===== src/rtl/frame_pkg.sv =====
package frame_pkg;

    // frame buffer holds 4096 bytes
    localparam int addr_w = 12;

    // packet type codes, these also form the high nibble of each header byte
    typedef enum logic [3:0] {
        bag_dlink = 4'b1000,
        bag_dtype = 4'b1001,
        bag_dtemp = 4'b1010,
        bag_data0 = 4'b1101
    } btype_t;

    // first buffer address of each packet type
    localparam logic [addr_w-1:0] base_dlink = 12'hfcc;
    localparam logic [addr_w-1:0] base_dtype = 12'hfc0;
    localparam logic [addr_w-1:0] base_dtemp = 12'hfc8;
    localparam logic [addr_w-1:0] base_data0 = 12'h000;

    // packets per frame
    localparam int pkt_count = 4;

    // cycles from conversion request to conversion done
    localparam int conv_delay = 4;

    // command handed from the sequencer to the builder
    typedef struct packed {
        btype_t            btype;
        logic [3:0]        seq;
        logic [addr_w-1:0] base;
    } pkt_cmd_t;

    // one byte write into the frame buffer
    typedef struct packed {
        logic              en;
        logic [addr_w-1:0] addr;
        logic [7:0]        data;
    } buf_wr_t;

    // number of payload bytes carried by each packet type
    function automatic logic [3:0] payload_len(input btype_t btype);
        logic [3:0] len;
        case (btype)
            bag_dlink: len = 4'd4;
            bag_dtype: len = 4'd4;
            bag_dtemp: len = 4'd2;
            bag_data0: len = 4'd8;
            default:   len = 4'd0;
        endcase
        return len;
    endfunction

endpackage


===== src/rtl/sample_source.sv =====
`timescale 1ns/1ps

module sample_source (
    input  logic        clk,
    input  logic        rst,
    input  logic        conv_start,
    output logic        conv_done,
    output logic [63:0] sample_word,
    output logic [15:0] temp
);

    import frame_pkg::*;

    logic [2:0]  delay_cnt;
    logic        pending;
    logic [15:0] conv_idx;
    logic        fire;

    // last cycle of the conversion window
    assign fire = pending && (delay_cnt == 3'd1);

    always_ff @(posedge clk or posedge rst) begin
        if (rst) begin
            delay_cnt <= '0;
            pending   <= 1'b0;
            conv_done <= 1'b0;
            conv_idx  <= '0;
        end else begin
            conv_done <= fire;
            if (conv_start) begin
                pending   <= 1'b1;
                delay_cnt <= 3'(conv_delay - 1);
            end else if (fire) begin
                pending  <= 1'b0;
                conv_idx <= conv_idx + 16'd1;
            end else if (pending) begin
                delay_cnt <= delay_cnt - 3'd1;
            end
        end
    end

    // channel i of conversion k reads 8k + i, temperature ramps from 0x190
    always_ff @(posedge clk) begin
        if (fire) begin
            for (int i = 0; i < 8; i++) begin
                sample_word[8*i +: 8] <= {conv_idx[4:0], 3'(i)};
            end
            temp <= 16'h0190 + conv_idx;
        end
    end

    // the sequencer has to wait for conv_done before it asks again
    a_no_overlap: assert property (@(posedge clk) disable iff (rst)
        conv_start |-> !pending);

endmodule


===== config.mk =====
export PLATFORM = sky130hd
export DESIGN_NAME = sample_source
export DESIGN_NICKNAME = d
export VERILOG_FILES = /design/src/rtl/frame_pkg.sv /design/src/rtl/sample_source.sv
export SDC_FILE = /design/constraint.sdc
export NUM_CORES = 1
export LEC_CHECK = 0
export BUFFER_PORTS_ARGS = -buffer_cell sky130_fd_sc_hd__buf_2
export CORE_UTILIZATION = 52
export CTS_CLUSTER_DIAMETER = 60
export DETAILED_ROUTE_END_ITERATION = 16
export GPL_ROUTABILITY_DRIVEN = 0
export PLACE_DENSITY = 0.85
export SLEW_MARGIN = 10
export SYNTH_ARGS = -nofsm -noshare
export SYNTH_HDL_FRONTEND = slang
export SYNTH_SLANG_ARGS = --single-unit
export TNS_END_PERCENT = 20

===== constraint.sdc =====
create_clock -name clk -period 6.9 [get_ports clk]
set_clock_uncertainty 0.05 [all_clocks]
set_input_delay 0.345 -clock clk [delete_from_list [all_inputs] [get_ports clk]]
set_output_delay 0.345 -clock clk [all_outputs]
set_load 0.005 [all_outputs]

After elaboration in Yosys (flattened, before gate mapping)
Index checks and enable logic that the tools add are counted.

cells by class
  $add $sub $neg = 3
  equality and inequality tests = 2
  multiplexer cells = 5
  bitwise operators = 1
  reduce and logical (&&, ||, !) cells = 5

operator list
  kind                                               count
  adder 16 x 1 -> 16 bit (second input constant)     1
  adder 9 x 16 -> 16 bit (first input constant)      1
  2-to-1 mux 3 bit                                   3
  AND reduction 2 bit                                2
  nonzero test 2 bit                                 2
  == test 3 x 1 -> 1 bit (second input constant)     1
  subtractor 3 x 1 -> 3 bit (second input constant)  1
  2-to-1 mux 1 bit                                   2
  != test 2 bit (second input constant)              1
  logical AND 1 bit                                  1
  NOT 1 bit                                          1

storage, ports and cells
  bits in registers = 77
  input bits = 3
  output and inout bits = 81
  word-level logic and storage cells = 22

Longest topological paths before layout
  word-level depth = 4
  mapped depth = 6
  mapped depth without buffers = 6

Worst setup path after synthesis
No wires, ideal clock.

  path type = flip-flop to flip-flop
  start point = reg delay_cnt[1]
  end point = reg sample_word[55], enable pin
  data arrival time = 2091 ps
  setup slack = 4340 ps
  stages on the path, launching flop included = 5
  buffers on the path = 0
  period minus slack after synthesis = 2560 ps
  cells stage by stage = dfrtp_1 -> inv_1 -> ha_1 -> inv_1 -> nor3b_1

on the way
  longest elaborated chain between the ends = 2

ends and longest elaborated chain
  element                        line                 RTL
  start, declared                sample_source.sv:14  logic [2:0] delay_cnt;
  start signal, assigned         sample_source.sv:32  delay_cnt <= 3'(conv_delay - 1);
  start signal, assigned         sample_source.sv:37  delay_cnt <= delay_cnt - 3'd1;
  == test 3 x 1 -> 1 bit         sample_source.sv:20  assign fire = pending && (delay_cnt == 3'd1);
  logical AND 1 bit              sample_source.sv:20
  net fire                       sample_source.sv:17  logic fire;
  end signal, assigned by index  sample_source.sv:46  sample_word[8*i +: 8] <= {conv_idx[4:0], 3'(i)};
  end, declared                  sample_source.sv:8   output logic [63:0] sample_word,

The timed path passes the listed nets, and every way through them passes these cells.
A chain may end at the register's enable or synchronous reset.

Final worst setup path
  start point = reg conv_idx[4]
  end point = reg temp[12] (data pin)

on the way
  longest elaborated chain between the ends = 1

ends and longest elaborated chain
  element                 line                 RTL
  start, declared         sample_source.sv:16  logic [15:0] conv_idx;
  start signal, assigned  sample_source.sv:35  conv_idx <= conv_idx + 16'd1;
  adder 9 x 16 -> 16 bit  sample_source.sv:48  temp <= 16'h0190 + conv_idx;
  end signal, assigned    sample_source.sv:48
  end, declared           sample_source.sv:9   output logic [15:0] temp

Every way passes these cells.

==> impl_metrics.tcl <==
set metrics [dict create \
    cellLeakagePower_nw 1.07 \
    final_antenna_net_count 0 \
    p_int_mw 0.433 \
    clock_latency_ns 0.29 \
    fin_crit_sh 0.256 \
    min-delay-path-class "primary input to asynchronous set/reset pin" \
    grt_util_all_layers 0.163 \
    synth_top_family_by_area "buffers and inverters" \
    hpwl_um 2310 \
    final_cell_count_no_fill 267 \
    antenna_found_initial 0 \
    pwrdens_nw_per_um2 284 \
    synth_cell_type_count 28 \
    fp.dieW_um 66.0 \
    synth-seq-cells 38 \
    drc_errors 0 \
    postCtsSetupBuffers 0 \
    maxClockFrequency_mhz 565 \
    post_cts.resized_instances 0 \
    global_route_wire_length_before_repair_um 5210 \
    timing.final.hold_violations 0 \
    worstPathMaxFanout 6 \
    yosys_warnings 0 \
    fin_nets 225 \
    clk_pin_slew_worst_paths_ns 0.07 \
    ioPinCount 84 \
    clock-root-buffer "sky130_fd_sc_hd__clkbuf_8" \
    synth.yosys.seq_area_share 0.486 \
    ir_drop_mv 0.155 \
    post-route-min-period_ns 1.77 \
    initial_core_util 0.561 \
    synth_cells 194 \
    die_h_um 66.0 \
    synth_xor_area_frac 0.107 \
    numPortBuffers 59 \
    diodes 0 \
    synth_adder_area_share 0.0235 \
    drv.max_cap_violation_count 0 \
    detailedRoute.firstIterationViolations 87 \
    first_global_vias 1080 \
    number_of_sinks_on_the_clock_net 38 \
    ff2ff_setup_slack_ns 5.13 \
    fp.dieArea_um2 4360 \
    synth_enable_flop_cells 17 \
    wire_per_inst_um 11.8 \
    place.detailed.instances 259 \
    coreArea_um2 3800 \
    power_switching_mw 0.186 \
    timing.slew.headroom 0.466 \
    result_of_the_run "complete, no violations" \
    seqPwrFrac 0.514 \
    totalPowerFinal_mw 0.619 \
    swShare 0.300 \
    synth_simple_gate_area_frac 0.131 \
    layout-drive-gt1-share 0.320 \
    timing.final.max_slew_violations 0 \
    htreeDepth 2 \
    setup_violations 0 \
    synth_top_flop_cell "sky130_fd_sc_hd__dfrtp_1" \
    fraction_of_synthesized_area_in_multiplexers 0 \
    setup_tns_ns 0 \
    r2r-end "temp[12]$_DFFE_PN_" \
    clock_tree_from_tritoncts "yes" \
    area_growth_pct 2.23 \
    detail_route.first_pass.iterations 4 \
    timing.critical_path.required_ns 6.88 \
    critical_path_arrival_ns 1.75 \
    wl_um 3150 \
    cp-start-kind "flop" \
    synth_area_leader_cell "sky130_fd_sc_hd__dfrtp_1" \
    rr_worst_depth 5 \
    syn_area_um2 2130 \
    startpoint_of_the_lowest_slack_register_to_register_path "conv_idx[4]$_DFFE_PP0P_" \
    global_route_overflow 0 \
    synth_top_area_share 0.247 \
    pwr-share-clk 0.230 \
    routed_via_density 4.66 \
    tritoncts.num_buffers 5 \
    num_vias 1243 \
    worstSetupPathType "flop to flop" \
    synthesis.area_per_instance_um2 11.0 \
    end_kind "flop" \
    num_rows 22 \
    grt_start_max_net_pins 22 \
    grt_setup_unrepaired "false" \
    timing_worst_slew_pin_value_ns 0.800 \
    synth-compound-area-share 0.0117 \
    max_root_sink_buffers 2 \
    synth.area.top_cells "sky130_fd_sc_hd__dfrtp_1 25%, sky130_fd_sc_hd__edfxtp_1 24%, sky130_fd_sc_hd__buf_4 22%" \
    combPwrFrac 0.256 \
    cts_hold_buf 0 \
    ys_async_sr_fraction 0.553 \
]
cell usage in the layout (no fill, tap or decap), types with 2 or more instances in the layout:
cell type,count
sky130_fd_sc_hd__nand2_1,10
sky130_fd_sc_hd__and3_1,4
sky130_fd_sc_hd__nand3_1,8
sky130_fd_sc_hd__dfrtp_1,21
sky130_fd_sc_hd__nand2b_1,2
sky130_fd_sc_hd__nor3_1,3
sky130_fd_sc_hd__xnor2_1,15
sky130_fd_sc_hd__nor2_1,11
sky130_fd_sc_hd__buf_2,59
sky130_fd_sc_hd__xor2_1,11
sky130_fd_sc_hd__inv_1,6
sky130_fd_sc_hd__clkbuf_8,5
sky130_fd_sc_hd__clkbuf_1,3
sky130_fd_sc_hd__a21oi_1,2
sky130_fd_sc_hd__conb_1,24
sky130_fd_sc_hd__nand4_1,2
sky130_fd_sc_hd__edfxtp_1,17
sky130_fd_sc_hd__ha_1,4
worst max-delay path, stage by stage, from the launching register on:
cell	delay (ns)
sky130_fd_sc_hd__dfrtp_1	0.44
sky130_fd_sc_hd__ha_1	0.28
sky130_fd_sc_hd__a21oi_1	0.24
sky130_fd_sc_hd__nor2b_1	0.25
sky130_fd_sc_hd__nor2_1	0.09
sky130_fd_sc_hd__xor2_1	0.15
power groups by stage:
stage	Combinational [mW]	Clock, mW	Sequential [mW]
floorplan	0.153	0	0.323
global placement	0.156	0	0.321
detailed placement	0.161	0	0.324
CTS	0.161	0.146	0.320
global route	0.181	0.156	0.326
finish	0.158	0.143	0.318
flip-flops by register name, summed over array words and instances (netlist names):
signal and flops:
conv_idx 16, temp 16, sample_word 1, conv_done 1, delay_cnt 3, pending 1
Yosys cell counts (3+ instances only):
master,n
sky130_fd_sc_hd__inv_1,6
sky130_fd_sc_hd__nand3_1,8
sky130_fd_sc_hd__xnor2_1,15
sky130_fd_sc_hd__dfrtp_1,21
sky130_fd_sc_hd__nand2_1,10
sky130_fd_sc_hd__ha_1,4
sky130_fd_sc_hd__nor2_1,11
sky130_fd_sc_hd__xor2_1,11
sky130_fd_sc_hd__nor3_1,3
sky130_fd_sc_hd__edfxtp_1,17
sky130_fd_sc_hd__buf_4,63
sky130_fd_sc_hd__and3_1,4
stage by stage:
stage	instance area, µm²	util	worst slack [ns]	hold slack, ns
6_report	2180	0.573	5.13	0.149
3_5_place_dp	2100	0.552	5.16	0.426
5_1_grt	2180	0.573	4.93	0.216
4_1_cts	2180	0.573	5.14	0.176
3_3_place_gp	2100	0.552	5.18	0.424
2_1_floorplan	2210	-	4.34	0.272
per-layer routing:
metal	global-route usage	share of wire	vias up	routed length (µm)
li1	-	-	588	-
met1	0.205	0.42	583	1320
met2	0.255	0.50	65	1560
met3	0.0517	0.068	7	214
met4	0.0745	0.018	0	58
met5	0	0	-	0
how the worst max path moves through the flow:
stage,startpoint,cells past startpoint,endpoint
floorplan,delay_cnt[1]$_DFFE_PP0P_,4,sample_word[55]$_DFFE_PN_
global placement,delay_cnt[1]$_DFFE_PP0P_,6,delay_cnt[1]$_DFFE_PP0P_
detailed placement,delay_cnt[1]$_DFFE_PP0P_,6,delay_cnt[1]$_DFFE_PP0P_
CTS,conv_idx[4]$_DFFE_PP0P_,5,temp[12]$_DFFE_PN_
global route,delay_cnt[1]$_DFFE_PP0P_,6,delay_cnt[1]$_DFFE_PP0P_
finish,conv_idx[4]$_DFFE_PP0P_,5,temp[12]$_DFFE_PN_
kinds of logic (layout without fill, tap and decap cells):
logic type	count (synthesis)	after routing
xor gates and xnor gates	26	26
adders and majority gates	4	4
and+or+nand+nor	49	49
DFF	38	38
AOI/OAI and AO/OA	4	4
buffers and inverters	71	74
other	2	24
final cells by class:
cell class              instances  area (µm²)
clock buffers                   8        80.1
fillers                       336        1620
inverters                       6        22.5
multi-input cells             107         677
flip-flops and latches         38        1040
well taps                      48        60.1
repair buffers                 60         303
Note: power is estimated with default switching activity, not from simulation.
