===== src/rtl/frame_pkg.sv =====
package frame_pkg;

    // frame buffer holds 4096 bytes
    localparam int addr_w = 12;

    // packet type codes, these also form the high nibble of each header byte
    typedef enum logic [3:0] {
        bag_dlink = 4'b1000,
        bag_dtype = 4'b1001,
        bag_dtemp = 4'b1010,
        bag_data0 = 4'b1101
    } btype_t;

    // first buffer address of each packet type
    localparam logic [addr_w-1:0] base_dlink = 12'hfcc;
    localparam logic [addr_w-1:0] base_dtype = 12'hfc0;
    localparam logic [addr_w-1:0] base_dtemp = 12'hfc8;
    localparam logic [addr_w-1:0] base_data0 = 12'h000;

    // packets per frame
    localparam int pkt_count = 4;

    // cycles from conversion request to conversion done
    localparam int conv_delay = 4;

    // command handed from the sequencer to the builder
    typedef struct packed {
        btype_t            btype;
        logic [3:0]        seq;
        logic [addr_w-1:0] base;
    } pkt_cmd_t;

    // one byte write into the frame buffer
    typedef struct packed {
        logic              en;
        logic [addr_w-1:0] addr;
        logic [7:0]        data;
    } buf_wr_t;

    // number of payload bytes carried by each packet type
    function automatic logic [3:0] payload_len(input btype_t btype);
        logic [3:0] len;
        case (btype)
            bag_dlink: len = 4'd4;
            bag_dtype: len = 4'd4;
            bag_dtemp: len = 4'd2;
            bag_data0: len = 4'd8;
            default:   len = 4'd0;
        endcase
        return len;
    endfunction

endpackage


===== src/rtl/frame_sequencer.sv =====
`timescale 1ns/1ps

module frame_sequencer (
    input  logic                clk,
    input  logic                rst,
    input  logic                start,
    output logic                conv_start,
    input  logic                conv_done,
    output logic                pkt_start,
    output frame_pkg::pkt_cmd_t pkt_cmd,
    input  logic                pkt_done,
    output logic                busy,
    output logic                frame_done
);

    import frame_pkg::*;

    typedef enum logic [2:0] {
        s_idle,
        s_wait,
        s_conv,
        s_issue,
        s_work,
        s_count,
        s_done
    } state_t;

    state_t                         state;
    state_t                         next_state;
    logic [$clog2(pkt_count)-1:0]   pkt_idx;
    logic [3:0]                     frame_cnt;
    btype_t                         btype;
    logic [addr_w-1:0]              base;

    always_comb begin
        next_state = state;
        case (state)
            s_idle:  next_state = s_wait;
            s_wait:  next_state = start ? s_conv : s_wait;
            s_conv:  next_state = conv_done ? s_issue : s_conv;
            s_issue: next_state = s_work;
            s_work:  next_state = pkt_done ? s_count : s_work;
            s_count: begin
                if (pkt_idx == ($clog2(pkt_count))'(pkt_count - 1)) begin
                    next_state = s_done;
                end else begin
                    next_state = s_issue;
                end
            end
            s_done:  next_state = s_wait;
            default: next_state = s_idle;
        endcase
    end

    always_ff @(posedge clk or posedge rst) begin
        if (rst) begin
            state      <= s_idle;
            conv_start <= 1'b0;
            pkt_idx    <= '0;
            frame_cnt  <= '0;
        end else begin
            state      <= next_state;
            // a start outside the wait state is dropped
            conv_start <= (state == s_wait) && start;
            if (state == s_wait) begin
                pkt_idx <= '0;
            end else if (state == s_count) begin
                pkt_idx <= pkt_idx + 1'b1;
            end
            if (state == s_done) begin
                frame_cnt <= frame_cnt + 4'd1;
            end
        end
    end

    // decode stage, packet index to type and base address
    always_comb begin
        case (pkt_idx)
            2'd0: begin
                btype = bag_dlink;
                base  = base_dlink;
            end
            2'd1: begin
                btype = bag_dtype;
                base  = base_dtype;
            end
            2'd2: begin
                btype = bag_dtemp;
                base  = base_dtemp;
            end
            default: begin
                btype = bag_data0;
                base  = base_data0;
            end
        endcase
    end

    assign pkt_cmd    = '{btype: btype, seq: frame_cnt, base: base};
    assign pkt_start  = (state == s_issue);
    assign frame_done = (state == s_done);
    assign busy       = (state != s_idle) && (state != s_wait);

    // the builder only finishes a packet that was issued to it
    a_done_in_work: assert property (@(posedge clk) disable iff (rst)
        pkt_done |-> state == s_work);

endmodule


===== config.mk =====
export PLATFORM = sky130hd
export DESIGN_NAME = frame_sequencer
export DESIGN_NICKNAME = d
export VERILOG_FILES = /design/src/rtl/frame_pkg.sv /design/src/rtl/frame_sequencer.sv
export SDC_FILE = /design/constraint.sdc
export NUM_CORES = 1
export LEC_CHECK = 0
export BUFFER_PORTS_ARGS = -buffer_cell sky130_fd_sc_hd__buf_2
export CAP_MARGIN = 10
export CORE_MARGIN = 2
export CORE_UTILIZATION = 40
export DETAILED_ROUTE_END_ITERATION = 7
export PLACE_DENSITY = 0.73
export SLEW_MARGIN = 20
export SYNTH_ARGS = -nofsm -noshare
export SYNTH_HDL_FRONTEND = slang
export SYNTH_SLANG_ARGS = --single-unit
export TNS_END_PERCENT = 10

===== constraint.sdc =====
create_clock -name clk -period 1.15 [get_ports clk]
set_input_delay 0.23 -clock clk [delete_from_list [all_inputs] [get_ports clk]]
set_output_delay 0.23 -clock clk [all_outputs]
set_load 0.01 [all_outputs]

=== Word level (Yosys, flattened, before mapping) ===
Cells that the tools add are included.

* Register bits: 10
* Input port bits: 5
* Logic and storage cells: 32

* $add $sub $neg: 2
* Eq/ne operators: 10
* Multiplexer cells: 9
* Reduce and logical (&&, ||, !) cells: 7

{| class="wikitable"
|+ Operator list
! kind !! number
|-
| $pmux 12 s3 || 1
|-
| $pmux 3 s6 || 1
|-
| $eq 3x3->1 const B || 3
|-
| $pmux 3 s3 || 1
|-
| $eq 3x2->1 const B || 2
|-
| $mux 2 || 3
|-
| $add 4x1->4 const B || 1
|-
| $eq 2x2->1 const B || 2
|-
| $eq 3x1->1 const B || 1
|-
| $logic_not 3->1 || 1
|-
| $mux 3 || 1
|-
| $ne 3x1->1 const B || 1
|-
| $reduce_bool 3->1 || 1
|-
| $add 2x1->2 const B || 1
|-
| $eq 2x1->1 const B || 1
|-
| $logic_and 1x1->1 || 2
|-
| $logic_not 2->1 || 1
|-
| $mux 1 || 2
|-
| $reduce_bool 2->1 || 1
|-
| $reduce_or 2->1 || 1
|}

=== Longest topological paths before layout ===
Gate-level depths: netlist of run 1.

* Word-level depth: 3
* Gate-level depth with buffers: 5
* Gate-level depth less buffers: 4

=== Worst setup path after synthesis of run 1 ===
No wires, ideal clock.

* Kind: reg2out
* Start: reg pkt_idx[0]
* End: out pkt_cmd[10] (netlist name)
* Arrival time: 1.001 ns
* Required time: 0.920 ns
* Path slack: -0.081 ns
* Stages on the path, launching flop included: 4
* Buffers on the path: 1
* Path through: dfrtp_1 -> ha_1 -> inv_1 -> buf_4

{| class="wikitable"
|+ RTL lines
! what !! line !! RTL
|-
| from (decl) || frame_sequencer.sv:30 || <nowiki>logic [$clog2(pkt_count)-1:0] pkt_idx;</nowiki>
|-
| from (signal assigned) || frame_sequencer.sv:68 || <nowiki>pkt_idx <= pkt_idx + 1'b1;</nowiki>
|-
| to (decl) || frame_sequencer.sv:10 || <nowiki>output frame_pkg::pkt_cmd_t pkt_cmd,</nowiki>
|}

==> results of run 1 <==
## flip-flops by register name (all words and copies together), names as in the netlist
name,count
state,3
conv_start,1
pkt_idx,2
frame_cnt,4
## worst max path at each step
stage | startpoint | end | slack (ns) | depth (start not counted)
finish | pkt_idx[0] | pkt_cmd[16] | -0.32 | 3
global route | pkt_idx[1] | pkt_cmd[16] | -0.39 | 4
CTS | pkt_idx[1] | pkt_cmd[16] | -0.32 | 3
detailed placement | pkt_idx[0] | pkt_cmd[3] | -0.12 | 5
global placement | pkt_idx[1] | pkt_cmd[16] | -0.10 | 4
floorplan | pkt_idx[0] | pkt_cmd[3] | -0.04 | 4
## layout make-up
class	instances	area, um^2	area share, %
flip-flops and latches	10	255.2	27.91
inverters	6	25.02	2.736
well taps	16	20.02	2.189
multi-input cells	42	352.8	38.58
clock buffers	3	22.52	2.462
repair buffers	34	239.0	26.13
## timing repair
item,in CTS,in global routing
resized for setup,16,12
hold endpoints to repair,10,0
setup endpoints to repair,19,22
cloned,0,0
hold buffers,1,0
pin swaps,4,1
## metal layers
metal	vias to the layer above	wire length (um)	GRT usage (%)
li1	255	-	-
met1	238	497	16.37
met2	21	620	21.76
met3	0	107	7.755
met4	0	0	3.636
met5	-	0	0
## worst min-delay path: stages
cell and delay, ns:
buf_2 0.08, o311ai_1 0.07, o21ai_1 0.07
## report_power, final
part | total, mW | leakage, nW | internal, mW | switching [mW]
combinational | 1.13 | 0.316 | 0.633 | 0.502
clock | 0.221 | 0.0138 | 0.120 | 0.101
sequential | 0.631 | 0.124 | 0.490 | 0.141
## cells by family after synthesis
logic type      after synthesis  share of synthesized area (%)
compound gates               10                          8.898
xor+xnor                      3                          4.063
fa+ha+maj                     7                          13.54
buf+inv                      18                          18.57
flops                        10                          38.68
mux                           1                          2.320
other cells                   2                          1.161
simple gates                 16                          12.77
## cell usage in the layout (no fill, tap or decap), types with 3 or more instances in the layout
| cell | Yosys | routed |
|---|---|---|
| ha_2 | 0 | 3 |
| conb_1 | 2 | 5 |
| buf_6 | 2 | 7 |
| a21oi_1 | 3 | 3 |
| inv_1 | 6 | 3 |
| buf_2 | 0 | 18 |
| dfrtp_1 | 10 | 6 |
| nand2_1 | 5 | 5 |
| dfrtp_2 | 0 | 4 |
| clkbuf_4 | 0 | 3 |
| buf_4 | 10 | 8 |
| ha_4 | 0 | 3 |
## metrics by stage
stage	total power, mW	hold slack (ns)	instances
finish	1.986	0.2430	111
detailed placement	1.527	0.2143	107
global placement	1.506	0.2179	107
floorplan	1.158	0.07018	70
global route	2.164	0.2365	111
CTS	1.878	0.2308	111
==> results.sh, run 1 <==
export IMPL_run_status="finished with violations"
export IMPL_failed_checks="negative setup slack"
export IMPL_syn_inst=67
export IMPL_tns_ns=-3.716
export IMPL_cap_violations=0
export IMPL_worstRegToRegCells=5
export IMPL_io_buffer_count=23
export IMPL_maxSlewViolCount=0
export IMPL_yosysTopAreaCellShare_pct=38.68
export IMPL_post_synth_top_area_cell="dfrtp_1"
export IMPL_synthArstFlopShare_pct=100.0
export IMPL_dr_pass1_iters=4
export IMPL_synth_area_leaders="dfrtp_1 39%, ha_1 14%, buf_4 12%, buf_6 3.5%, inv_1 3.5%"
export IMPL_crit_family="flip-flops"
export IMPL_crit_path_start_kind="register"
export IMPL_hold_path_startpoint="pkt_done"
export IMPL_grt_max_degree=11
export IMPL_utilization_pct=60.71
export IMPL_powerDensity_nw_per_um2=2172
export IMPL_die_area_um2=1955
export IMPL_post_cts_repair_setup_buffers=0
export IMPL_clkTransAtPathRegs_ns=0.06
export IMPL_grt_pass1_wl_um=1904
export IMPL_placed_cell_area_um2=790.8
export IMPL_dpl_worst_slack_ns=-0.1164
export IMPL_insertion_delay_ns=0.26
export IMPL_avgRoutedWirePerCell_um=11.04
export IMPL_worst_r2r_setup_slack_ns=-0.04
export IMPL_worstPathArrival_ns=1.24
export IMPL_path_max_fanout=4
export IMPL_setup_viol=16
export IMPL_track_usage_pct=13.86
export IMPL_synth_seq_cells=10
export IMPL_wl_um=1225
export IMPL_coreArea_um2=1506
export IMPL_critical_path_slowest_cell="dfrtp_2"
export IMPL_min_to="state[0]"
export IMPL_final_nets=109
export IMPL_diodes=0
export IMPL_cts_tree="yes"
export IMPL_netlist_top_cells_count="10 x buf_4, 10 x dfrtp_1, 7 x ha_1, 6 x inv_1, 5 x nand2_1"
export IMPL_vias=514
export IMPL_cts_root_buf="clkbuf_4"
export IMPL_cts_made_buffers=3
export IMPL_syn_to_final_growth_pct=41.39
export IMPL_cp_slowest_stage_delay_ns=0.46
export IMPL_reg2reg_from="pkt_idx[0]"
export IMPL_peakVddDrop_mv=1.304
export IMPL_fmaxAchievable_ghz=0.6791
export IMPL_reg2reg_to="state[2]"
export IMPL_die_w_um=44.22
export IMPL_synth_edf_count=0
export IMPL_drive_above_1_share_pct=60.00
export IMPL_clock_sinks=10
export IMPL_overflow=0
export IMPL_ys_flop_type="dfrtp_1"
export IMPL_htreeDepth=1
export IMPL_ant_nets=0
export IMPL_worst_path_buf_inv=1
export IMPL_grt_setup_unrepaired="true"
export IMPL_min_period_ns=1.472
export IMPL_worstHoldPathType="primary input to register"
export IMPL_grt_antenna_before_repair=0
export IMPL_n_fill_cell=132
export IMPL_drc=0
export IMPL_final_hold_viol_count=0
export IMPL_final_area_um2=914.6
export IMPL_num_rows=14
export IMPL_ys_warn_count=0
export IMPL_place_congestion=0.8066
export IMPL_ioPinCount=29
export IMPL_finalWorstSetupSlack_ns=-0.3224
export IMPL_grt_pass1_vias=442
export IMPL_finalClockSkew_ns=0.002489
export IMPL_cp_cell_sequence="ha_4 -> or2_4 -> buf_6"
export IMPL_hpwl_um=896.7
export IMPL_crit_type="register to output pin"
export IMPL_cts_path_max_buffers=2
export IMPL_hold_path_depth=3
export IMPL_post_synth_num_cell_types=22
export IMPL_p_leak_nw=0.4539
export IMPL_required_ns=0.92
export IMPL_syn_avg_cell_area_um2=9.655
export IMPL_syn_area_um2=646.9
export IMPL_final_period_utilization_pct=128.0
export IMPL_avgViaCountPerCell=4.631
export IMPL_seq_area_frac_synth_pct=38.68
export IMPL_die_h_um=44.22
export IMPL_start_util_pct=42.94
export IMPL_cp_end_kind="output pin"
export IMPL_drt_iter0_drc=3
No activity file was read; power rests on OpenSTA's default activity.
==> run 2: changes to the inputs <==
- CORE_UTILIZATION: 40 -> 45
- PLACE_DENSITY: 0.73 -> 0.78
- clock period: 1.15 -> 1.5 ns (I/O delays scaled with it)
==> run 2 against run 1 <==
Compared with the run above: the flow finishes with violations (negative hold slack, negative setup slack); register-to-register slack better by 0.11 ns; flip-flop and latch count unchanged; core utilization is 4.7 points higher; clock power is 9.5% higher; cell count down 2.7%; via count down 0.97%; clock skew decreased by 0.0021 ns.
==> results.sh, run 2 (synthesis results as in run 1) <==
export IMPL_htreeDepth=1
export IMPL_drt_iter0_drc=7
export IMPL_grt_pass1_vias=436
export IMPL_overflow=0
export IMPL_run_status="finished with violations"
export IMPL_setup_viol=9
export IMPL_p_leak_nw=0.4445
export IMPL_crit_family="flip-flops"
export IMPL_insertion_delay_ns=0.26
export IMPL_final_nets=106
export IMPL_peakVddDrop_mv=0.9737
export IMPL_reg_largest_list="frame_cnt x4, state x3, pkt_idx x2"
export IMPL_worstPathArrival_ns=1.25
export IMPL_dpl_worst_slack_ns=0.09797
export IMPL_p_total_mw=1.447
export IMPL_largest_register_ff_count=4
export IMPL_num_rows=13
export IMPL_path_max_fanout=4
export IMPL_cp_slowest_stage_delay_ns=0.45
export IMPL_crit_path_start_kind="register"
export IMPL_grt_max_degree=11
export IMPL_clock_sinks=10
export IMPL_layout_common_cells="21 x buf_2, 7 x dfrtp_1, 7 x buf_4"
export IMPL_cap_violations=0
export IMPL_required_ns=1.20
export IMPL_avgViaCountPerCell=4.713
export IMPL_dr_pass1_iters=2
export IMPL_finalClockSkew_ns=0.0003848
export IMPL_cts_root_buf="clkbuf_4"
export IMPL_track_usage_pct=13.30
export IMPL_hold_buffers=0
export IMPL_finalWorstSetupSlack_ns=-0.05210
export IMPL_ioPinCount=29
export IMPL_wl_um=1159
export IMPL_die_area_um2=1757
export IMPL_die_h_um=41.92
export IMPL_grt_pass1_wl_um=1828
export IMPL_vias=509
export IMPL_diodes=0
export IMPL_avgRoutedWirePerCell_um=10.73
export IMPL_hpwl_um=792.9
export IMPL_cts_made_buffers=3
export IMPL_place_congestion=0.7463
export IMPL_start_util_pct=49.10
export IMPL_min_period_ns=1.552
export IMPL_layout_cells_most_common="buf_2"
export IMPL_worst_path_buf_inv=1
export IMPL_cts_tree="yes"
export IMPL_io_buffer_count=23
export IMPL_critical_path_slowest_cell="dfrtp_2"
export IMPL_crit_type="register to output pin"
export IMPL_hold_slack_ns=-0.004236
export IMPL_worstHoldPathType="primary input to async pin"
export IMPL_maxSlewViolCount=0
export IMPL_syn_to_final_growth_pct=33.27
export IMPL_drive_above_1_share_pct=56.99
export IMPL_ant_nets=0
export IMPL_n_fill_cell=120
export IMPL_cts_path_max_buffers=2
export IMPL_grt_setup_unrepaired="true"
export IMPL_die_w_um=41.92
export IMPL_drc=0
export IMPL_coreArea_um2=1318
export IMPL_fmaxAchievable_ghz=0.6443
export IMPL_powerDensity_nw_per_um2=1679
export IMPL_cp_cell_sequence="ha_2 -> or2_4 -> buf_6"
export IMPL_cp_end_kind="output pin"
export IMPL_regMostFlops="frame_cnt"
export IMPL_final_hold_viol_count=10
export IMPL_grt_antenna_before_repair=0
export IMPL_clkTransAtPathRegs_ns=0.07
export IMPL_final_period_utilization_pct=103.5
export IMPL_failed_checks="negative hold slack, negative setup slack"
[run 2: worst paths after layout]
check | to | depth (start not counted) | slack [ns] | startpoint
worst max register to register | state[0] | 7 | 0.07 | pkt_idx[1]
worst min register to register | frame_cnt[3] | 1 | 0.47 | frame_cnt[3]
worst max-delay path | pkt_cmd[16] | 3 | -0.05 | pkt_idx[0]
worst min-delay path | frame_cnt[3] | 2 | -0.004 | rst
min in group clk | state[0] | 3 | 0.28 | pkt_done
max in group asynchronous | pkt_idx[1] | 2 | 1.22 | rst
[run 2: worst register-to-register path: stages (launching register included)]
cell,delay (ns)
dfrtp_2,0.44
buf_6,0.13
buf_4,0.12
buf_4,0.13
ha_1,0.19
o21ai_0,0.16
o311ai_1,0.11
o21ai_0,0.08
[run 2: report_power, final]
part / internal [mW] / switching (mW)
Clock: 0.147 / 0.0948
Sequential: 0.372 / 0.142
Combinational: 0.369 / 0.323
Total: 0.888 / 0.560
[run 2: repair_timing]
action	4_1_cts	5_1_grt
pin swaps	2	2
setup buffers	5	3
setup endpoints to repair	11	12
resized for setup	12	11
[run 2: metrics by stage]
step | cell area (um^2) | utilization, % | hold slack, ns | instances | TNS [ns]
finish | 862.1 | 65.43 | -0.004236 | 108 | -0.2594
detailed placement | 694.4 | 52.71 | 0.2928 | 96 | 0
floorplan | 658.1 | - | 0.1402 | 70 | 0
global route | 862.1 | 65.43 | 0.02482 | 108 | -0.7764
global placement | 694.4 | 52.71 | 0.2882 | 96 | 0
CTS | 799.5 | 60.68 | 0.006098 | 105 | -0.2949
[run 2: cell type report]
cell class	instances	area, um^2	area share (%)
Multi-Input combinational cell	42	339.1	39.33
Clock buffer	4	36.28	4.209
Timing Repair Buffer	31	191.4	22.21
Inverter	6	22.52	2.612
Tap cell	15	18.77	2.177
Sequential cell	10	254.0	29.46
[run 2: layer usage]
metal | vias up | part of all wire [%] | track usage, %
met4 | 0 | 0 | 3.871
li1 | 254 | - | -
met2 | 15 | 54 | 22.81
met5 | - | 0 | 0
met1 | 240 | 40 | 15.95
met3 | 0 | 5.2 | 3.913
==> run 3: changes to the inputs <==
- CELL_PAD_IN_SITES_DETAIL_PLACEMENT: default -> 1
- CELL_PAD_IN_SITES_GLOBAL_PLACEMENT: default -> 2
- CORE_ASPECT_RATIO: default -> 0.8
- CORE_UTILIZATION: 45 -> 25
- HOLD_SLACK_MARGIN: default -> 0.08
- PLACE_DENSITY: 0.78 -> 0.76
==> run 3 against run 2 <==
Compared with the run above: the flow finishes with violations (negative setup slack); setup slack got worse by 0.021 ns; design area rose by 11%; wire length rose by 26%; flip-flop and latch count did not move; count of clock-buffer cells in the layout did not move; critical path type unchanged.
==> results.sh, run 3 (synthesis results as in run 1) <==
export IMPL_run_status="finished with violations"
export IMPL_failed_checks="negative setup slack"
export IMPL_utilization_pct=39.19
export IMPL_regMostFlops="frame_cnt"
export IMPL_finalClockSkew_ns=0.003191
export IMPL_maxSlewViolCount=0
export IMPL_path_max_fanout=4
export IMPL_hold_path_startpoint="pkt_done"
export IMPL_cts_root_buf="clkbuf_4"
export IMPL_final_hold_viol_count=0
export IMPL_required_ns=1.20
export IMPL_layout_common_cells="20 x buf_2, 6 x buf_6, 6 x buf_4"
export IMPL_coreArea_um2=2442
export IMPL_die_w_um=60.87
export IMPL_die_area_um2=3013
export IMPL_insertion_delay_ns=0.27
export IMPL_io_buffer_count=23
export IMPL_vias=532
export IMPL_grt_pass1_vias=463
export IMPL_reg2reg_to="state[0]"
export IMPL_avgViaCountPerCell=4.061
export IMPL_overflow=0
export IMPL_cap_violations=0
export IMPL_p_leak_nw=0.4560
export IMPL_clock_sinks=10
export IMPL_hpwl_um=1030
export IMPL_reg2reg_from="pkt_idx[1]"
export IMPL_dp_cells=119
export IMPL_grt_max_degree=11
export IMPL_worstPathArrival_ns=1.27
export IMPL_htreeDepth=1
export IMPL_ant_nets=0
export IMPL_ioPinCount=29
export IMPL_powerDensity_nw_per_um2=1607
export IMPL_min_to="state[0]"
export IMPL_cts_tree="yes"
export IMPL_final_area_um2=957.2
export IMPL_diodes=0
export IMPL_dpl_worst_slack_ns=0.08065
export IMPL_place_congestion=0.7551
export IMPL_grt_antenna_before_repair=0
export IMPL_drt_iter0_drc=2
export IMPL_drive_above_1_share_pct=58.95
export IMPL_peakVddDrop_mv=0.7345
export IMPL_die_h_um=49.50
export IMPL_fin_cells=131
export IMPL_cp_cell_sequence="ha_4 -> or2_4 -> buf_6"
export IMPL_fmaxAchievable_ghz=0.6355
export IMPL_placed_cell_area_um2=735.7
export IMPL_worstHoldPathType="primary input to register"
export IMPL_layout_cells_most_common="buf_2"
export IMPL_reg_largest_list="frame_cnt x4, state x3, pkt_idx x2"
export IMPL_hold_path_depth=3
export IMPL_cts_made_buffers=3
export IMPL_start_util_pct=26.49
export IMPL_final_nets=108
export IMPL_worstRegToRegCells=7
export IMPL_grt_pass1_wl_um=2111
export IMPL_finalWorstSetupSlack_ns=-0.07360
export IMPL_num_rows=16
export IMPL_cp_end_kind="output pin"
export IMPL_track_usage_pct=10.10
export IMPL_critical_path_slowest_cell="dfrtp_2"
export IMPL_avgRoutedWirePerCell_um=11.14
export IMPL_min_period_ns=1.574
export IMPL_final_period_utilization_pct=104.9
export IMPL_grt_setup_unrepaired="true"
export IMPL_syn_to_final_growth_pct=47.97
export IMPL_crit_path_start_kind="register"
export IMPL_crit_type="register to output pin"
export IMPL_cts_path_max_buffers=2
export IMPL_setup_viol=3
export IMPL_worst_r2r_setup_slack_ns=0.09
export IMPL_clkTransAtPathRegs_ns=0.07
export IMPL_wl_um=1459
export IMPL_tns_ns=-0.1664
export IMPL_dr_pass1_iters=4
export IMPL_largest_register_ff_count=4
export IMPL_cp_slowest_stage_delay_ns=0.47
export IMPL_drc=0
[run 3: final cells by class]
class / count / area, um^2
fill: 294 / 1485
multi-input combinational: 42 / 369.1
clock buffer: 4 / 36.28
inverter: 6 / 27.53
timing repair buffer: 33 / 222.7
sequential: 10 / 256.5
tap: 36 / 45.04
[run 3: what timing repair did]
item	CTS	global route
buffers inserted	5	3
gates resized for setup	14	21
setup endpoints to repair	11	13
hold endpoints to repair	10	0
hold buffers	1	0
pin swaps	3	4
[run 3: critical path, delay by kind of cell (launching register included)]
kind	cells	cell delay, ns
adder cells (fa/ha/maj)	1	0.19
buffers and inverters	1	0.12
flip-flops	1	0.47
AND/OR/NAND/NOR	1	0.22
[run 3: how the worst max path moves through the flow]
| stage | startpoint | endpoint | cells after the start |
|---|---|---|---|
| 5_1_grt | pkt_idx[0] | pkt_cmd[16] | 3 |
| 3_5_place_dp | pkt_idx[0] | pkt_cmd[16] | 3 |
| 6_report | pkt_idx[0] | pkt_cmd[16] | 3 |
| 4_1_cts | pkt_idx[0] | pkt_cmd[16] | 3 |
| 2_1_floorplan | pkt_idx[0] | pkt_cmd[10] | 3 |
| 3_3_place_gp | pkt_idx[0] | pkt_cmd[16] | 3 |
[run 3: stage by stage]
stage	power (mW)	hold WS [ns]
after global placement	1.032	0.2929
after global routing	1.676	0.3028
after detailed placement	1.058	0.2957
after floorplan	0.8618	0.1402
final	1.538	0.3027
after CTS	1.422	0.3066
[run 3: power breakdown]
part / total, mW / internal, mW / switching [mW]
sequential: 0.524 / 0.378 / 0.147
combinational: 0.769 / 0.405 / 0.364
clock: 0.245 / 0.148 / 0.0975
total: 1.54 / 0.930 / 0.609
[run 3: routing by layer]
metal  global-route usage (%)  wire [um]  vias up
met5                        0          0        -
met2                    14.52        724       22
met1                    12.16        596      250
li1                         -          -      255
met3                    4.199        100        5
met4                    6.522         38        0
