==> config.mk <==
export PLATFORM = sky130hd
export DESIGN_NAME = packet_builder
export DESIGN_NICKNAME = d
export VERILOG_FILES = /design/src/rtl/frame_pkg.sv /design/src/rtl/packet_builder.sv
export SDC_FILE = /design/constraint.sdc
export NUM_CORES = 1
export LEC_CHECK = 0
export BUFFER_PORTS_ARGS = -buffer_cell sky130_fd_sc_hd__buf_2
export CAP_MARGIN = 25
export CORE_MARGIN = 1.5
export CORE_UTILIZATION = 45
export CTS_BUF_LIST = sky130_fd_sc_hd__clkbuf_16
export CTS_CLUSTER_DIAMETER = 200
export DETAILED_ROUTE_END_ITERATION = 10
export PLACE_DENSITY = 0.77
export SYNTH_ARGS = -nofsm -noshare
export SYNTH_HDL_FRONTEND = slang
export SYNTH_SLANG_ARGS = --single-unit
==> constraint.sdc <==
create_clock -name clk -period 11.7 [get_ports clk]
set_input_delay 1.17 -clock clk [delete_from_list [all_inputs] [get_ports clk]]
set_output_delay 1.17 -clock clk [all_outputs]
set_load 0.01 [all_outputs]
==> src/rtl/frame_pkg.sv <==
package frame_pkg;

    // frame buffer holds 4096 bytes
    localparam int addr_w = 12;

    // packet type codes, these also form the high nibble of each header byte
    typedef enum logic [3:0] {
        bag_dlink = 4'b1000,
        bag_dtype = 4'b1001,
        bag_dtemp = 4'b1010,
        bag_data0 = 4'b1101
    } btype_t;

    // first buffer address of each packet type
    localparam logic [addr_w-1:0] base_dlink = 12'hfcc;
    localparam logic [addr_w-1:0] base_dtype = 12'hfc0;
    localparam logic [addr_w-1:0] base_dtemp = 12'hfc8;
    localparam logic [addr_w-1:0] base_data0 = 12'h000;

    // packets per frame
    localparam int pkt_count = 4;

    // cycles from conversion request to conversion done
    localparam int conv_delay = 4;

    // command handed from the sequencer to the builder
    typedef struct packed {
        btype_t            btype;
        logic [3:0]        seq;
        logic [addr_w-1:0] base;
    } pkt_cmd_t;

    // one byte write into the frame buffer
    typedef struct packed {
        logic              en;
        logic [addr_w-1:0] addr;
        logic [7:0]        data;
    } buf_wr_t;

    // number of payload bytes carried by each packet type
    function automatic logic [3:0] payload_len(input btype_t btype);
        logic [3:0] len;
        case (btype)
            bag_dlink: len = 4'd4;
            bag_dtype: len = 4'd4;
            bag_dtemp: len = 4'd2;
            bag_data0: len = 4'd8;
            default:   len = 4'd0;
        endcase
        return len;
    endfunction

endpackage

==> src/rtl/packet_builder.sv <==
`timescale 1ns/1ps

module packet_builder (
    input  logic                clk,
    input  logic                rst,
    input  logic                pkt_start,
    input  frame_pkg::pkt_cmd_t pkt_cmd,
    input  logic [31:0]         data_reg,
    input  logic [31:0]         data_stat,
    input  logic [15:0]         temp,
    input  logic [63:0]         sample_word,
    output frame_pkg::buf_wr_t  buf_wr,
    output logic                pkt_done
);

    import frame_pkg::*;

    pkt_cmd_t    cmd_q;
    logic [63:0] payload_sel;
    logic [63:0] payload_q;
    logic        active;
    logic [3:0]  byte_idx;
    logic [3:0]  last_idx;
    logic [7:0]  sum;
    logic [7:0]  wr_byte;

    // payload is left aligned so the next byte to send is always the top one
    always_comb begin
        case (pkt_cmd.btype)
            bag_dlink: payload_sel = {data_reg, 32'h0};
            bag_dtype: payload_sel = {data_stat, 32'h0};
            bag_dtemp: payload_sel = {temp, 48'h0};
            default:   payload_sel = sample_word;
        endcase
    end

    // the checksum sits one past the last payload byte
    assign last_idx = payload_len(cmd_q.btype) + 4'd1;

    always_comb begin
        if (byte_idx == 4'd0) begin
            wr_byte = {cmd_q.btype, cmd_q.seq};
        end else if (byte_idx == last_idx) begin
            wr_byte = sum;
        end else begin
            wr_byte = payload_q[63:56];
        end
    end

    // address wraps modulo the buffer size
    assign buf_wr.en   = active;
    assign buf_wr.addr = cmd_q.base + addr_w'(byte_idx);
    assign buf_wr.data = wr_byte;

    always_ff @(posedge clk or posedge rst) begin
        if (rst) begin
            active   <= 1'b0;
            byte_idx <= '0;
            pkt_done <= 1'b0;
        end else begin
            pkt_done <= active && (byte_idx == last_idx);
            if (pkt_start) begin
                active   <= 1'b1;
                byte_idx <= '0;
            end else if (active) begin
                if (byte_idx == last_idx) begin
                    active <= 1'b0;
                end
                byte_idx <= byte_idx + 4'd1;
            end
        end
    end

    always_ff @(posedge clk) begin
        if (pkt_start) begin
            cmd_q     <= pkt_cmd;
            payload_q <= payload_sel;
            sum       <= '0;
        end else if (active) begin
            sum <= sum + wr_byte;
            // header cycle leaves the payload in place
            if (byte_idx != 4'd0) begin
                payload_q <= payload_q << 8;
            end
        end
    end

    // one packet at a time, the sequencer waits for pkt_done
    a_no_restart: assert property (@(posedge clk) disable iff (rst)
        pkt_start |-> !active);

endmodule

-- Word-level counts from Yosys, hierarchy flattened
Cells that the tools add are included.
- output and inout bits: 22
- register bits after elaboration: 98
- word-level logic and storage cells: 39
- equality and inequality tests: 8
- add/subtract/negate cells: 4
- reductions and logical operators: 7
- multiplexer cells: 12
- operators with widths (cell ; count):
    two-way mux 64 bit ; 3
    one-hot mux 64 bit (3 select lines) ; 1
    == test 4 bit (second input constant) ; 7
    two-way mux 8 bit ; 2
    adder 12 x 4 -> 12 bit ; 1
    one-hot mux 4 bit (3 select lines) ; 1
    adder 4 x 1 -> 4 bit (second input constant) ; 2
    adder 8 bit ; 1
    two-way mux 4 bit ; 2
    == test 4 bit ; 1
    zero test 4 bit ; 1
    nonzero test 2 bit ; 2
    nonzero test 4 bit ; 1
    two-way mux 1 bit ; 3
    AND reduction 2 bit ; 1
    OR reduction 2 bit ; 1
    logical AND 1 bit ; 1

-- Depth between registers and ports, before layout
Gate-level depths: netlist of the first run.
- depth in word-level cells: 8
- gate-level depth with buffers: 15
- depth with buffers taken out: 14

-- Least setup slack after synthesis of the first run
OpenSTA, ideal clock, no wires.
- path kind: register -> register
- start: reg byte_idx[1]
- end: reg payload_q[0] (enable)
- data arrival time: 4.048 ns
- stages on the path, launching flop included: 6
- setup slack: 7.153 ns
- setup time: 0.499 ns
- cells stage by stage: dfrtp_1 > inv_2 > ha_1 > nor3b_1 > clkbuf_1 > o21bai_1
- longest elaborated chain between the ends: 3
- RTL lines (element ; RTL line ; source):
    start, declared ; packet_builder.sv:22 ; logic [3:0] byte_idx;
    start signal, assigned ; packet_builder.sv:69 ; byte_idx <= byte_idx + 4'd1;
    nonzero test 4 bit ; packet_builder.sv:82 ; if (byte_idx != 4'd0) begin
    nonzero test 2 bit (no line) ; - ;
    AND reduction 2 bit (no line) ; - ;
    end signal, assigned ; packet_builder.sv:77 ; payload_q <= payload_sel;
    end signal, assigned ; packet_builder.sv:83 ; payload_q <= payload_q << 8;
    end, declared ; packet_builder.sv:20 ; logic [63:0] payload_q;
No other way between the ends.
A chain may end at the register's enable or synchronous reset.

-- Final worst setup path of the first run
- start: reg cmd_q[18] (netlist bit)
- end: reg sum[7]
- longest elaborated chain between the ends: 8
- elaborated cells on any way between the ends: 11
- RTL lines (element ; RTL line ; source):
    start, declared ; packet_builder.sv:18 ; pkt_cmd_t cmd_q;
    start signal, assigned ; packet_builder.sv:76 ; cmd_q <= pkt_cmd;
    == test 4 bit ; frame_pkg.sv:43 ; case (btype)
    OR reduction 2 bit (no line) ; - ;
    one-hot mux 4 bit (3 select lines) ; frame_pkg.sv:43 ;
    adder 4 x 1 -> 4 bit ; packet_builder.sv:38 ; assign last_idx = payload_len(cmd_q.btype) + 4'd1;
    == test 4 bit ; packet_builder.sv:43 ; end else if (byte_idx == last_idx) begin
    two-way mux 8 bit ; packet_builder.sv:43 ;
    two-way mux 8 bit (*) ; packet_builder.sv:41 ; if (byte_idx == 4'd0) begin
    adder 8 bit (*) ; packet_builder.sv:80 ; sum <= sum + wr_byte;
    end signal, assigned ; packet_builder.sv:80 ;
    end, declared ; packet_builder.sv:24 ; logic [7:0] sum;
Every way passes the cells marked *; elsewhere a longest branch is shown, timed or not.

==> results of run 1 <==
## cells in the mapped netlist, types with 2 or more instances
cell / n
sky130_fd_sc_hd__nand2b_1: 4
sky130_fd_sc_hd__nor4_1: 2
sky130_fd_sc_hd__a31oi_1: 16
sky130_fd_sc_hd__fa_1: 2
sky130_fd_sc_hd__edfxtp_1: 84
sky130_fd_sc_hd__mux2i_1: 13
sky130_fd_sc_hd__xor2_1: 5
sky130_fd_sc_hd__mux2_4: 2
sky130_fd_sc_hd__inv_1: 35
sky130_fd_sc_hd__o21ai_0: 32
sky130_fd_sc_hd__dfrtp_1: 6
sky130_fd_sc_hd__buf_1: 2
sky130_fd_sc_hd__xnor2_1: 14
sky130_fd_sc_hd__nor2_1: 49
sky130_fd_sc_hd__dfxtp_1: 8
sky130_fd_sc_hd__nand2_1: 28
sky130_fd_sc_hd__clkbuf_8: 2
sky130_fd_sc_hd__a21o_1: 5
sky130_fd_sc_hd__nand3_1: 27
sky130_fd_sc_hd__nor3b_1: 3
sky130_fd_sc_hd__nand4_1: 2
sky130_fd_sc_hd__and3_1: 9
sky130_fd_sc_hd__ha_1: 13
sky130_fd_sc_hd__a21oi_1: 24
sky130_fd_sc_hd__o21bai_1: 5
sky130_fd_sc_hd__a222oi_1: 32
sky130_fd_sc_hd__clkbuf_1: 27
## layout make-up
| type | count | area share (%) |
|---|---|---|
| flip-flops and latches | 98 | 44.1 |
| multi-input cells | 299 | 31.1 |
| repair buffers | 196 | 15.7 |
| clock buffers | 9 | 3.51 |
| well taps | 140 | 2.73 |
| inverters | 36 | 2.10 |
| clock inverters | 6 | 0.818 |
## logic make-up after synthesis
logic type / count (synthesis) / share of synthesized area (%)
xor gates and xnor gates: 19 / 3.28
buffers and inverters: 69 / 5.72
DFF: 98 / 55.8
and+or+nand+nor: 129 / 11.6
AOI/OAI and AO/OA: 120 / 16.3
adders and majority gates: 15 / 3.99
muxes: 16 / 3.38
## report_power, final
group	internal (W)	total, W	switching (W)
Clock	0.000161	0.000281	0.000119
Combinational	0.000186	0.000427	0.000241
Sequential	0.000508	0.000558	0.0000498
## per-layer routing
layer | share of wire (%) | vias to the layer above
met5 | 0 | -
met4 | 1.7 | 0
met3 | 7.5 | 17
met2 | 49 | 170
met1 | 41 | 2042
li1 | - | 2094
## cells in the final DEF (no fill, tap or decap), types with 2 or more instances in the layout
cell type / n
sky130_fd_sc_hd__o21ai_0: 32
sky130_fd_sc_hd__a21oi_1: 24
sky130_fd_sc_hd__a31oi_1: 16
sky130_fd_sc_hd__clkbuf_16: 9
sky130_fd_sc_hd__a222oi_1: 32
sky130_fd_sc_hd__mux2i_1: 13
sky130_fd_sc_hd__nand2_1: 28
sky130_fd_sc_hd__buf_2: 187
sky130_fd_sc_hd__nand3_1: 27
sky130_fd_sc_hd__buf_4: 8
sky130_fd_sc_hd__ha_1: 13
sky130_fd_sc_hd__inv_1: 38
sky130_fd_sc_hd__xnor2_1: 14
sky130_fd_sc_hd__nor4_1: 2
sky130_fd_sc_hd__nand4_1: 2
sky130_fd_sc_hd__edfxtp_1: 84
sky130_fd_sc_hd__xor2_1: 5
sky130_fd_sc_hd__and3_1: 9
sky130_fd_sc_hd__nor2_1: 49
sky130_fd_sc_hd__dfxtp_1: 8
sky130_fd_sc_hd__o21bai_1: 4
sky130_fd_sc_hd__nand2b_1: 4
sky130_fd_sc_hd__a21o_1: 4
sky130_fd_sc_hd__mux2_4: 2
sky130_fd_sc_hd__dfrtp_1: 6
sky130_fd_sc_hd__fa_1: 2
sky130_fd_sc_hd__nor3b_2: 3
sky130_fd_sc_hd__a21o_2: 2
## worst max-delay path: stages (launching register included)
cell                       delay, ps
sky130_fd_sc_hd__edfxtp_1        430
sky130_fd_sc_hd__nand2b_1        190
sky130_fd_sc_hd__nor4b_1         340
sky130_fd_sc_hd__o311ai_2        140
sky130_fd_sc_hd__buf_4           210
sky130_fd_sc_hd__mux2i_1         130
sky130_fd_sc_hd__o21ai_0         450
sky130_fd_sc_hd__ha_1            340
sky130_fd_sc_hd__a21o_1          170
sky130_fd_sc_hd__a21oi_1         250
sky130_fd_sc_hd__nor2_1           70
sky130_fd_sc_hd__nor4_1          260
sky130_fd_sc_hd__o21ai_0         140
sky130_fd_sc_hd__mux2i_1         200
sky130_fd_sc_hd__mux2_1          340
## worst paths after layout
kind	startpoint	to	slack, ps	cells after the start
worst min register to register	sum[2]$_SDFFE_PP0P_	sum[2]$_SDFFE_PP0P_	540	2
worst min-delay path	sum[2]$_SDFFE_PP0P_	sum[2]$_SDFFE_PP0P_	540	2
min in group asynchronous	rst	byte_idx[2]$_DFFE_PP0P_	740	2
max in group asynchronous	rst	active$_DFF_PP0_	10750	2
worst max-delay path	cmd_q[18]$_DFFE_PP_	sum[7]$_SDFFE_PP0P_	7910	14
worst max register to register	cmd_q[18]$_DFFE_PP_	sum[7]$_SDFFE_PP0P_	7910	14
## per-stage QoR
step	hold WS, ps	setup WS [ps]
2_1_floorplan	479	7150
3_3_place_gp	497	8240
3_5_place_dp	518	7970
4_1_cts	544	7900
5_1_grt	575	7650
6_report	539	7910
## registers in the layout, indices dropped and copies added, names as in the netlist
signal	cells
payload_q	64
cmd_q	20
sum	8
byte_idx	4
active	1
pkt_done	1
==> run summary, run 1 <==
• 0.264 GHz — Highest Clock Rate
• 188 — number of port buffers
• 0 — grt total ovfl
• 12,800 um — sum of routed wire length over all layers
• 0.138 mV — Worst VDD drop
• 26.5% — area growth from synthesis to layout
• 648 — net count of the mapped netlist
• flop to flop — type of the worst setup path
• 22.1% — All-Layer GR Usage
• 16.3 um — routed len/inst
• 340 ps — clock network latency to the later pin of the worst-skew pair
• 0 — number of max-slew violations in the final report
• sky130_fd_sc_hd__edfxtp_1 — top flip-flop cell by instance count after synthesis
• 2 — maximum clock path buffer count
• 0.00508 mm2 — Post-Syn Area
• 109 um — Die Span Y
• 6.59 ps — Setup Skew
• sky130_fd_sc_hd__edfxtp_1 — cell taking the most area after synthesis
• 822 — Final Net Count
• 408 — Initial DRC Count
• 6.12% — proportion of synthesized flip-flops having asynchronous set or reset
• 0 — Final Hold Viols
• 0 — # Max-Cap Violations
• 49.7% — Synth top area share
• met2 — GRT Max-Usage Layer
• 466 — post-synthesis instance total
• 2.87 nW — leakage power total
• 0.00126 W — total power consumption of the routed design
• 0 — setup-violating endpoint count in the final report
• built — CTS tree
• 98 — clock tree sinks
• 55.8% — sequential fraction of the synthesis area
• 58.7% — Util after Layout
• 42 — Unique masters post-synth
• 95 — maximum number of pins on one net before global-route repair
• 0 — Gates resized, CTS repair
• 60 ps — post-CTS clock slew at the launch and capture registers of the worst setup and hold paths
• 3 — H-tree lvl count
• 0.00642 mm2 — design area
• 11,920 ps — data required time at the worst endpoint
• flop — CP Capture Type
• 0 — number of warnings printed during yosys synthesis
• 0 — buffers inserted during post-CTS setup optimization
• 784 — post-route non-filler standard cell count
• 84 — EDFF count, synth
• 36.8% — met2 track utilization from global routing
• 0 — post-detailed-route DRC marker count
• 4020 ps — data arrival time at the worst-slack endpoint
• 189 — number of placed I/O pins
• 0.0119 mm2 — die outline area
• 4,323 — via count
• 4,195 — vias in the first global route
• sky130_fd_sc_hd__edfxtp_1 50%, sky130_fd_sc_hd__a222oi_1 6.3%, sky130_fd_sc_hd__nor2_1 3.6% — ranking of synthesized cells by area
• 6.81% — met3 Track Usage GR
• 10 — Worst Path Max Fanout
• 788 ps — Slew @ Worst Pin
• 19,800 um — first-pass GRT wire length
• 0 — CTS Hold Bufs
• 47.5% — headroom to the max-slew limit
• 38 — number of cell rows
• 27.4% — met1 track demand over resource in global routing
• 5.51 — via density per instance
• 34.0% — ratio of cells with drive above 1 in the final layout
• 0 ps — Total Neg Setup Slack
• 9 — clock buffers created by TritonCTS
• 46.4% — starting utilization of the core area
• 0.0109 mm2 — core area
• 3790 ps — post-layout min period
• flop to flop — class of the most critical hold timing path
• 0.888 — GPL Wtd Cong
• 197 mW/mm2 — P per Cell Area
• 0.00283 mm2 — flip-flop and latch area
• complete, no violations — outcome
• 768 — number of placed cells counting well taps
• 945 — Fillers
• 8980 um — post-DP HPWL
• 0.00613 mm2 — area of placed instances
• 10.9 um2 — Post-Synthesis Mean Instance Area
• 32.4% — portion of the clock cycle consumed by the worst path in the final layout
• 0 — initial antenna violation count
• sky130_fd_sc_hd__clkbuf_16 — root buf cell
• 109 um — x dimension of the die
• 6 — number of detailed-routing iterations run before antenna repair
• 0 — antenna diode count
• flop — CP Launch Type
• 0.00200 mm2 — footprint of the multi-input gates
• 0 — number of antenna-violating nets in the routed design
• 98 — flops & latches, synth
• false — RSZ-0062 raised after global routing
Note: power is estimated with default switching activity, not from simulation.
==> inputs of run 2 (changes only) <==
ABC_AREA = 1   (was not set)
PLACE_DENSITY = 0.79   (was 0.77)
clock period = 3.2 ns   (was 11.7 ns; I/O delays follow)
==> run summary, run 2 <==
• complete, no violations — outcome
• flop to flop — type of the worst setup path
• 0.891 — GPL Wtd Cong, +0.39%
• 1 — Worst Hold Path Cells, -1
• 0 — number of antenna-violating nets in the routed design, unchanged
• 10.2 ps — Setup Skew, +3.64 ps
• true — RSZ-0062 raised after global routing
• sum[6]$_SDFFE_PP0P_ — reg-to-reg endpoint
• 84 — EDFF count, synth, unchanged
• 170 x sky130_fd_sc_hd__nand2_1, 84 x sky130_fd_sc_hd__edfxtp_1, 58 x sky130_fd_sc_hd__nor2_1 — list of most frequent post-synthesis cells
• 1110 um — sum of met3 wire segment lengths after detailed routing, +16%
• 143 ps — hold_ws, -396 ps
• 0.343 GHz — Highest Clock Rate, +30%
• 189 — number of placed I/O pins, unchanged
• 0 — buffers inserted during post-CTS setup optimization, unchanged
• 14,100 um — sum of routed wire length over all layers, +10%
• met4 — highest metal layer with signal wires
• 47.9% — Synth top area share, -1.8 points
• 285 ps — minimum setup slack in the final design, -7620 ps
• 280 ps — Register-to-Register Setup Slack, -7620 ps
• 953 — Final Net Count, +16%
• 2 — maximum clock path buffer count, unchanged
• 9 — clock buffers created by TritonCTS, unchanged
• 4,860 — via count, +12%
• sky130_fd_sc_hd__edfxtp_1 — cell taking the most area after synthesis
• 98 — clock tree sinks, unchanged
• 864 ps — Slew @ Worst Pin, +75.9 ps
• 0 — Final Hold Viols, unchanged
• cmd_q[16]$_DFFE_PP_ — Reg2Reg Launch Point
• 0 — post-detailed-route DRC marker count, unchanged
• 5730 um — metal1 wirelength, +8.3%
• 15.3 um — routed len/inst, -5.9%
• 0 ps — Total Neg Setup Slack, unchanged
• sky130_fd_sc_hd__nand2_1 — most numerous cell in the Yosys netlist
• cmd_q[2]$_DFFE_PP_ — Hold Path End
• 0.00132 W — sw power, +220%
• 80 — maximum number of pins on one net before global-route repair, -16%
• 235 ps — DP Worst Slack, -7740 ps
• 30.1% — ratio of cells with drive above 1 in the final layout, -3.9 points
• 111 um — Die Span Y, +1.8%
• 10,200 um — post-DP HPWL, +13%
• 91.1% — portion of the clock cycle consumed by the worst path in the final layout, +59 points
• 24.7% — Clk network pwr share, +2.5 points
• payload_q x64, cmd_q x20, sum x8 — registers with the most flip-flops
• 6810 um — detailed route wirelength on metal2, +8.2%
• 10 — Worst Path Max Fanout, unchanged
• 188 x sky130_fd_sc_hd__buf_2, 170 x sky130_fd_sc_hd__nand2_1, 84 x sky130_fd_sc_hd__edfxtp_1, 57 x sky130_fd_sc_hd__nor2_1, 46 x sky130_fd_sc_hd__a21oi_1 — most frequent cells in the layout
• 0 — setup-violating endpoint count in the final report, unchanged
• 32.7% — proportion of total power due to net switching, +0.33 points
• pkt_cmd[2] — HP Start
• 26.3% — area growth from synthesis to layout
• sky130_fd_sc_hd__edfxtp_1 — top flip-flop cell by instance count after synthesis
• 3 — H-tree lvl count, unchanged
• input port to flop — class of the most critical hold timing path
• 0.0114 mm2 — core area, +4.4%
• 0 — number of max-slew violations in the final report, unchanged
• payload_q — register with the most flip-flops
• 4,754 — vias in the first global route, +13%
• 0 — number of warnings printed during yosys synthesis, unchanged
• 261 — Initial DRC Count, -36%
• 350 ps — clock network latency to the later pin of the worst-skew pair, about the same
• 0 — antenna diode count, unchanged
• 34 — Unique masters post-synth, -19%
• 22,600 um — first-pass GRT wire length, +14%
• nor2_1 -> nand3_1 -> nand2_1 -> nor2_4 -> nand2_4 -> inv_1 -> o21ai_0 -> o21ai_0 -> ha_1 -> fa_1 -> a31oi_1 -> o21ai_0 -> a21oi_1 -> nor2_1 -> o21ai_0 -> inv_1 — list of cells traversed by the critical path
• sky130_fd_sc_hd__buf_2 — leading cell type in the layout, fill and taps excluded
• 591 — post-synthesis instance total, +27%
• 0.0124 mm2 — die outline area, +3.6%
• 98 — flops & latches, synth, unchanged
• 42.4% — headroom to the max-slew limit, -5.1 points
• 39 — number of cell rows, +2.6%
• 2.96 nW — leakage power total, +3.1%
• 0.387 mV — Worst VDD drop, +180%
• flop — CP Capture Type
• 2920 ps — post-layout min period, -879 ps
• 8.91 um2 — Post-Synthesis Mean Instance Area, -18%
• 6.12% — proportion of synthesized flip-flops having asynchronous set or reset, unchanged
• 29.8% — share of power burned in combinational logic, -3.9 points
• 3450 ps — data required time at the worst endpoint, -8470 ps
• sky130_fd_sc_hd__edfxtp_1 — cell with the biggest individual delay on the critical path
• 53.8% — sequential fraction of the synthesis area, -2.0 points
• 0 — initial antenna violation count, unchanged
• sky130_fd_sc_hd__o21ai_0 — cell with the most instances on the worst path
• built — CTS tree
• 773 — net count of the mapped netlist, +19%
• sky130_fd_sc_hd__edfxtp_1 48%, sky130_fd_sc_hd__nand2_1 12%, sky130_fd_sc_hd__o21ai_0 4.6% — ranking of synthesized cells by area
• 16 — number of cells traversed by the worst register-to-register path, +2
• flop — CP Launch Type
• 0 — grt total ovfl, unchanged
• 64 — number of flip-flops under the largest register name, unchanged
• 188 — number of port buffers, unchanged
• 46.1% — starting utilization of the core area, -0.33 points
• 0.00271 W — design internal power, +220%
• sky130_fd_sc_hd__clkbuf_16 — root buf cell
• 45.6% — portion of total power attributed to sequential cells, +1.5 points
• 5.29 — via density per instance, -4.0%
• 3160 ps — data arrival time at the worst-slack endpoint, -860 ps
• 70 ps — post-CTS clock slew at the launch and capture registers of the worst setup and hold paths, about the same
• 420 ps — Critical Path Max Stage Delay, -30 ps
• 5 — number of detailed-routing iterations run before antenna repair, -1
• 606 mW/mm2 — P per Cell Area, +210%
• 0.00527 mm2 — Post-Syn Area, +3.7%
• 111 um — x dimension of the die, +1.8%
• 23.2% — All-Layer GR Usage, +1.1 points
• 0.00403 W — total power consumption of the routed design, +220%
• 0 — # Max-Cap Violations, unchanged
-- run 2: changes by cell type after synthesis, sizes merged, moves of 15 or more --
cell,change
a21oi,+22
a222oi,-32
a41oi,+17
nand2,+148
nor2,+15
o21ai,+16
-- run 2: critical path, delay by kind of cell, from the launching register on --
| family | cells | cell delay [ps] |
|---|---|---|
| flip-flops | 1 | 420 |
| AND/OR/NAND/NOR | 6 | 610 |
| AO/OA/AOI/OAI | 6 | 970 |
| adder cells (fa/ha/maj) | 2 | 640 |
| buffers and inverters | 2 | 170 |
-- run 2: through the flow --
stage	std cells	utilization (%)	area, um2
finish	918	58.2	6650
global route	918	58.2	6650
CTS	918	58.2	6640
detailed placement	902	55.7	6360
global placement	901	55.5	6330
floorplan	591	-	5270
-- run 2: layer usage --
layer  vias to the layer above  GRT usage [%]
met4                         0           9.54
li1                       2386              -
met2                       214           39.1
met5                         -              0
met3                        35           5.41
met1                      2225           28.8
-- run 2: cells by family (layout without fill, tap and decap cells) --
group	after synthesis	after routing	synth area share [%]
DFF	98	98	53.8
buffers and inverters	72	256	5.66
xor gates and xnor gates	11	11	1.83
adders and majority gates	15	15	3.85
AOI/OAI and AO/OA	133	133	14.4
and+or+nand+nor	262	262	20.4
-- run 2: layout make-up --
class / count / area [um2]
sequential: 98 / 2830
fill: 1056 / 4770
timing repair buffer: 198 / 1050
clock inverter: 6 / 42.5
inverter: 43 / 161
multi-input combinational: 421 / 2160
clock buffer: 9 / 225
tap: 143 / 179
-- run 2: how the worst max path moves through the flow --
stage,from,endpoint,slack (ps),cells past startpoint
6_report,cmd_q[16]$_DFFE_PP_,sum[6]$_SDFFE_PP0P_,280,16
3_3_place_gp,byte_idx[1]$_DFFE_PP0P_,sum[6]$_SDFFE_PP0P_,310,14
3_5_place_dp,byte_idx[1]$_DFFE_PP0P_,sum[6]$_SDFFE_PP0P_,230,14
5_1_grt,cmd_q[16]$_DFFE_PP_,sum[5]$_SDFFE_PP0P_,-30,19
4_1_cts,byte_idx[1]$_DFFE_PP0P_,sum[6]$_SDFFE_PP0P_,210,14
2_1_floorplan,byte_idx[1]$_DFFE_PP0P_,payload_q[0]$_SDFFCE_PN0P_,240,5
-- run 2: power groups by stage --
stage | clock [W] | sequential [W] | combinational, W
3_3_place_gp | 0 | 0.00185 | 0.00116
3_5_place_dp | 0 | 0.00186 | 0.00118
5_1_grt | 0.00107 | 0.00186 | 0.00136
2_1_floorplan | 0 | 0.00183 | 0.000787
6_report | 0.000994 | 0.00184 | 0.00120
4_1_cts | 0.00101 | 0.00184 | 0.00119
-- run 2: what timing repair did --
| action | in CTS | in global routing |
|---|---|---|
| gates resized for setup | 0 | 7 |
| setup endpoints to repair | 0 | 3 |
| hold endpoints to repair | 6 | 0 |
| hold buffers | 1 | 0 |
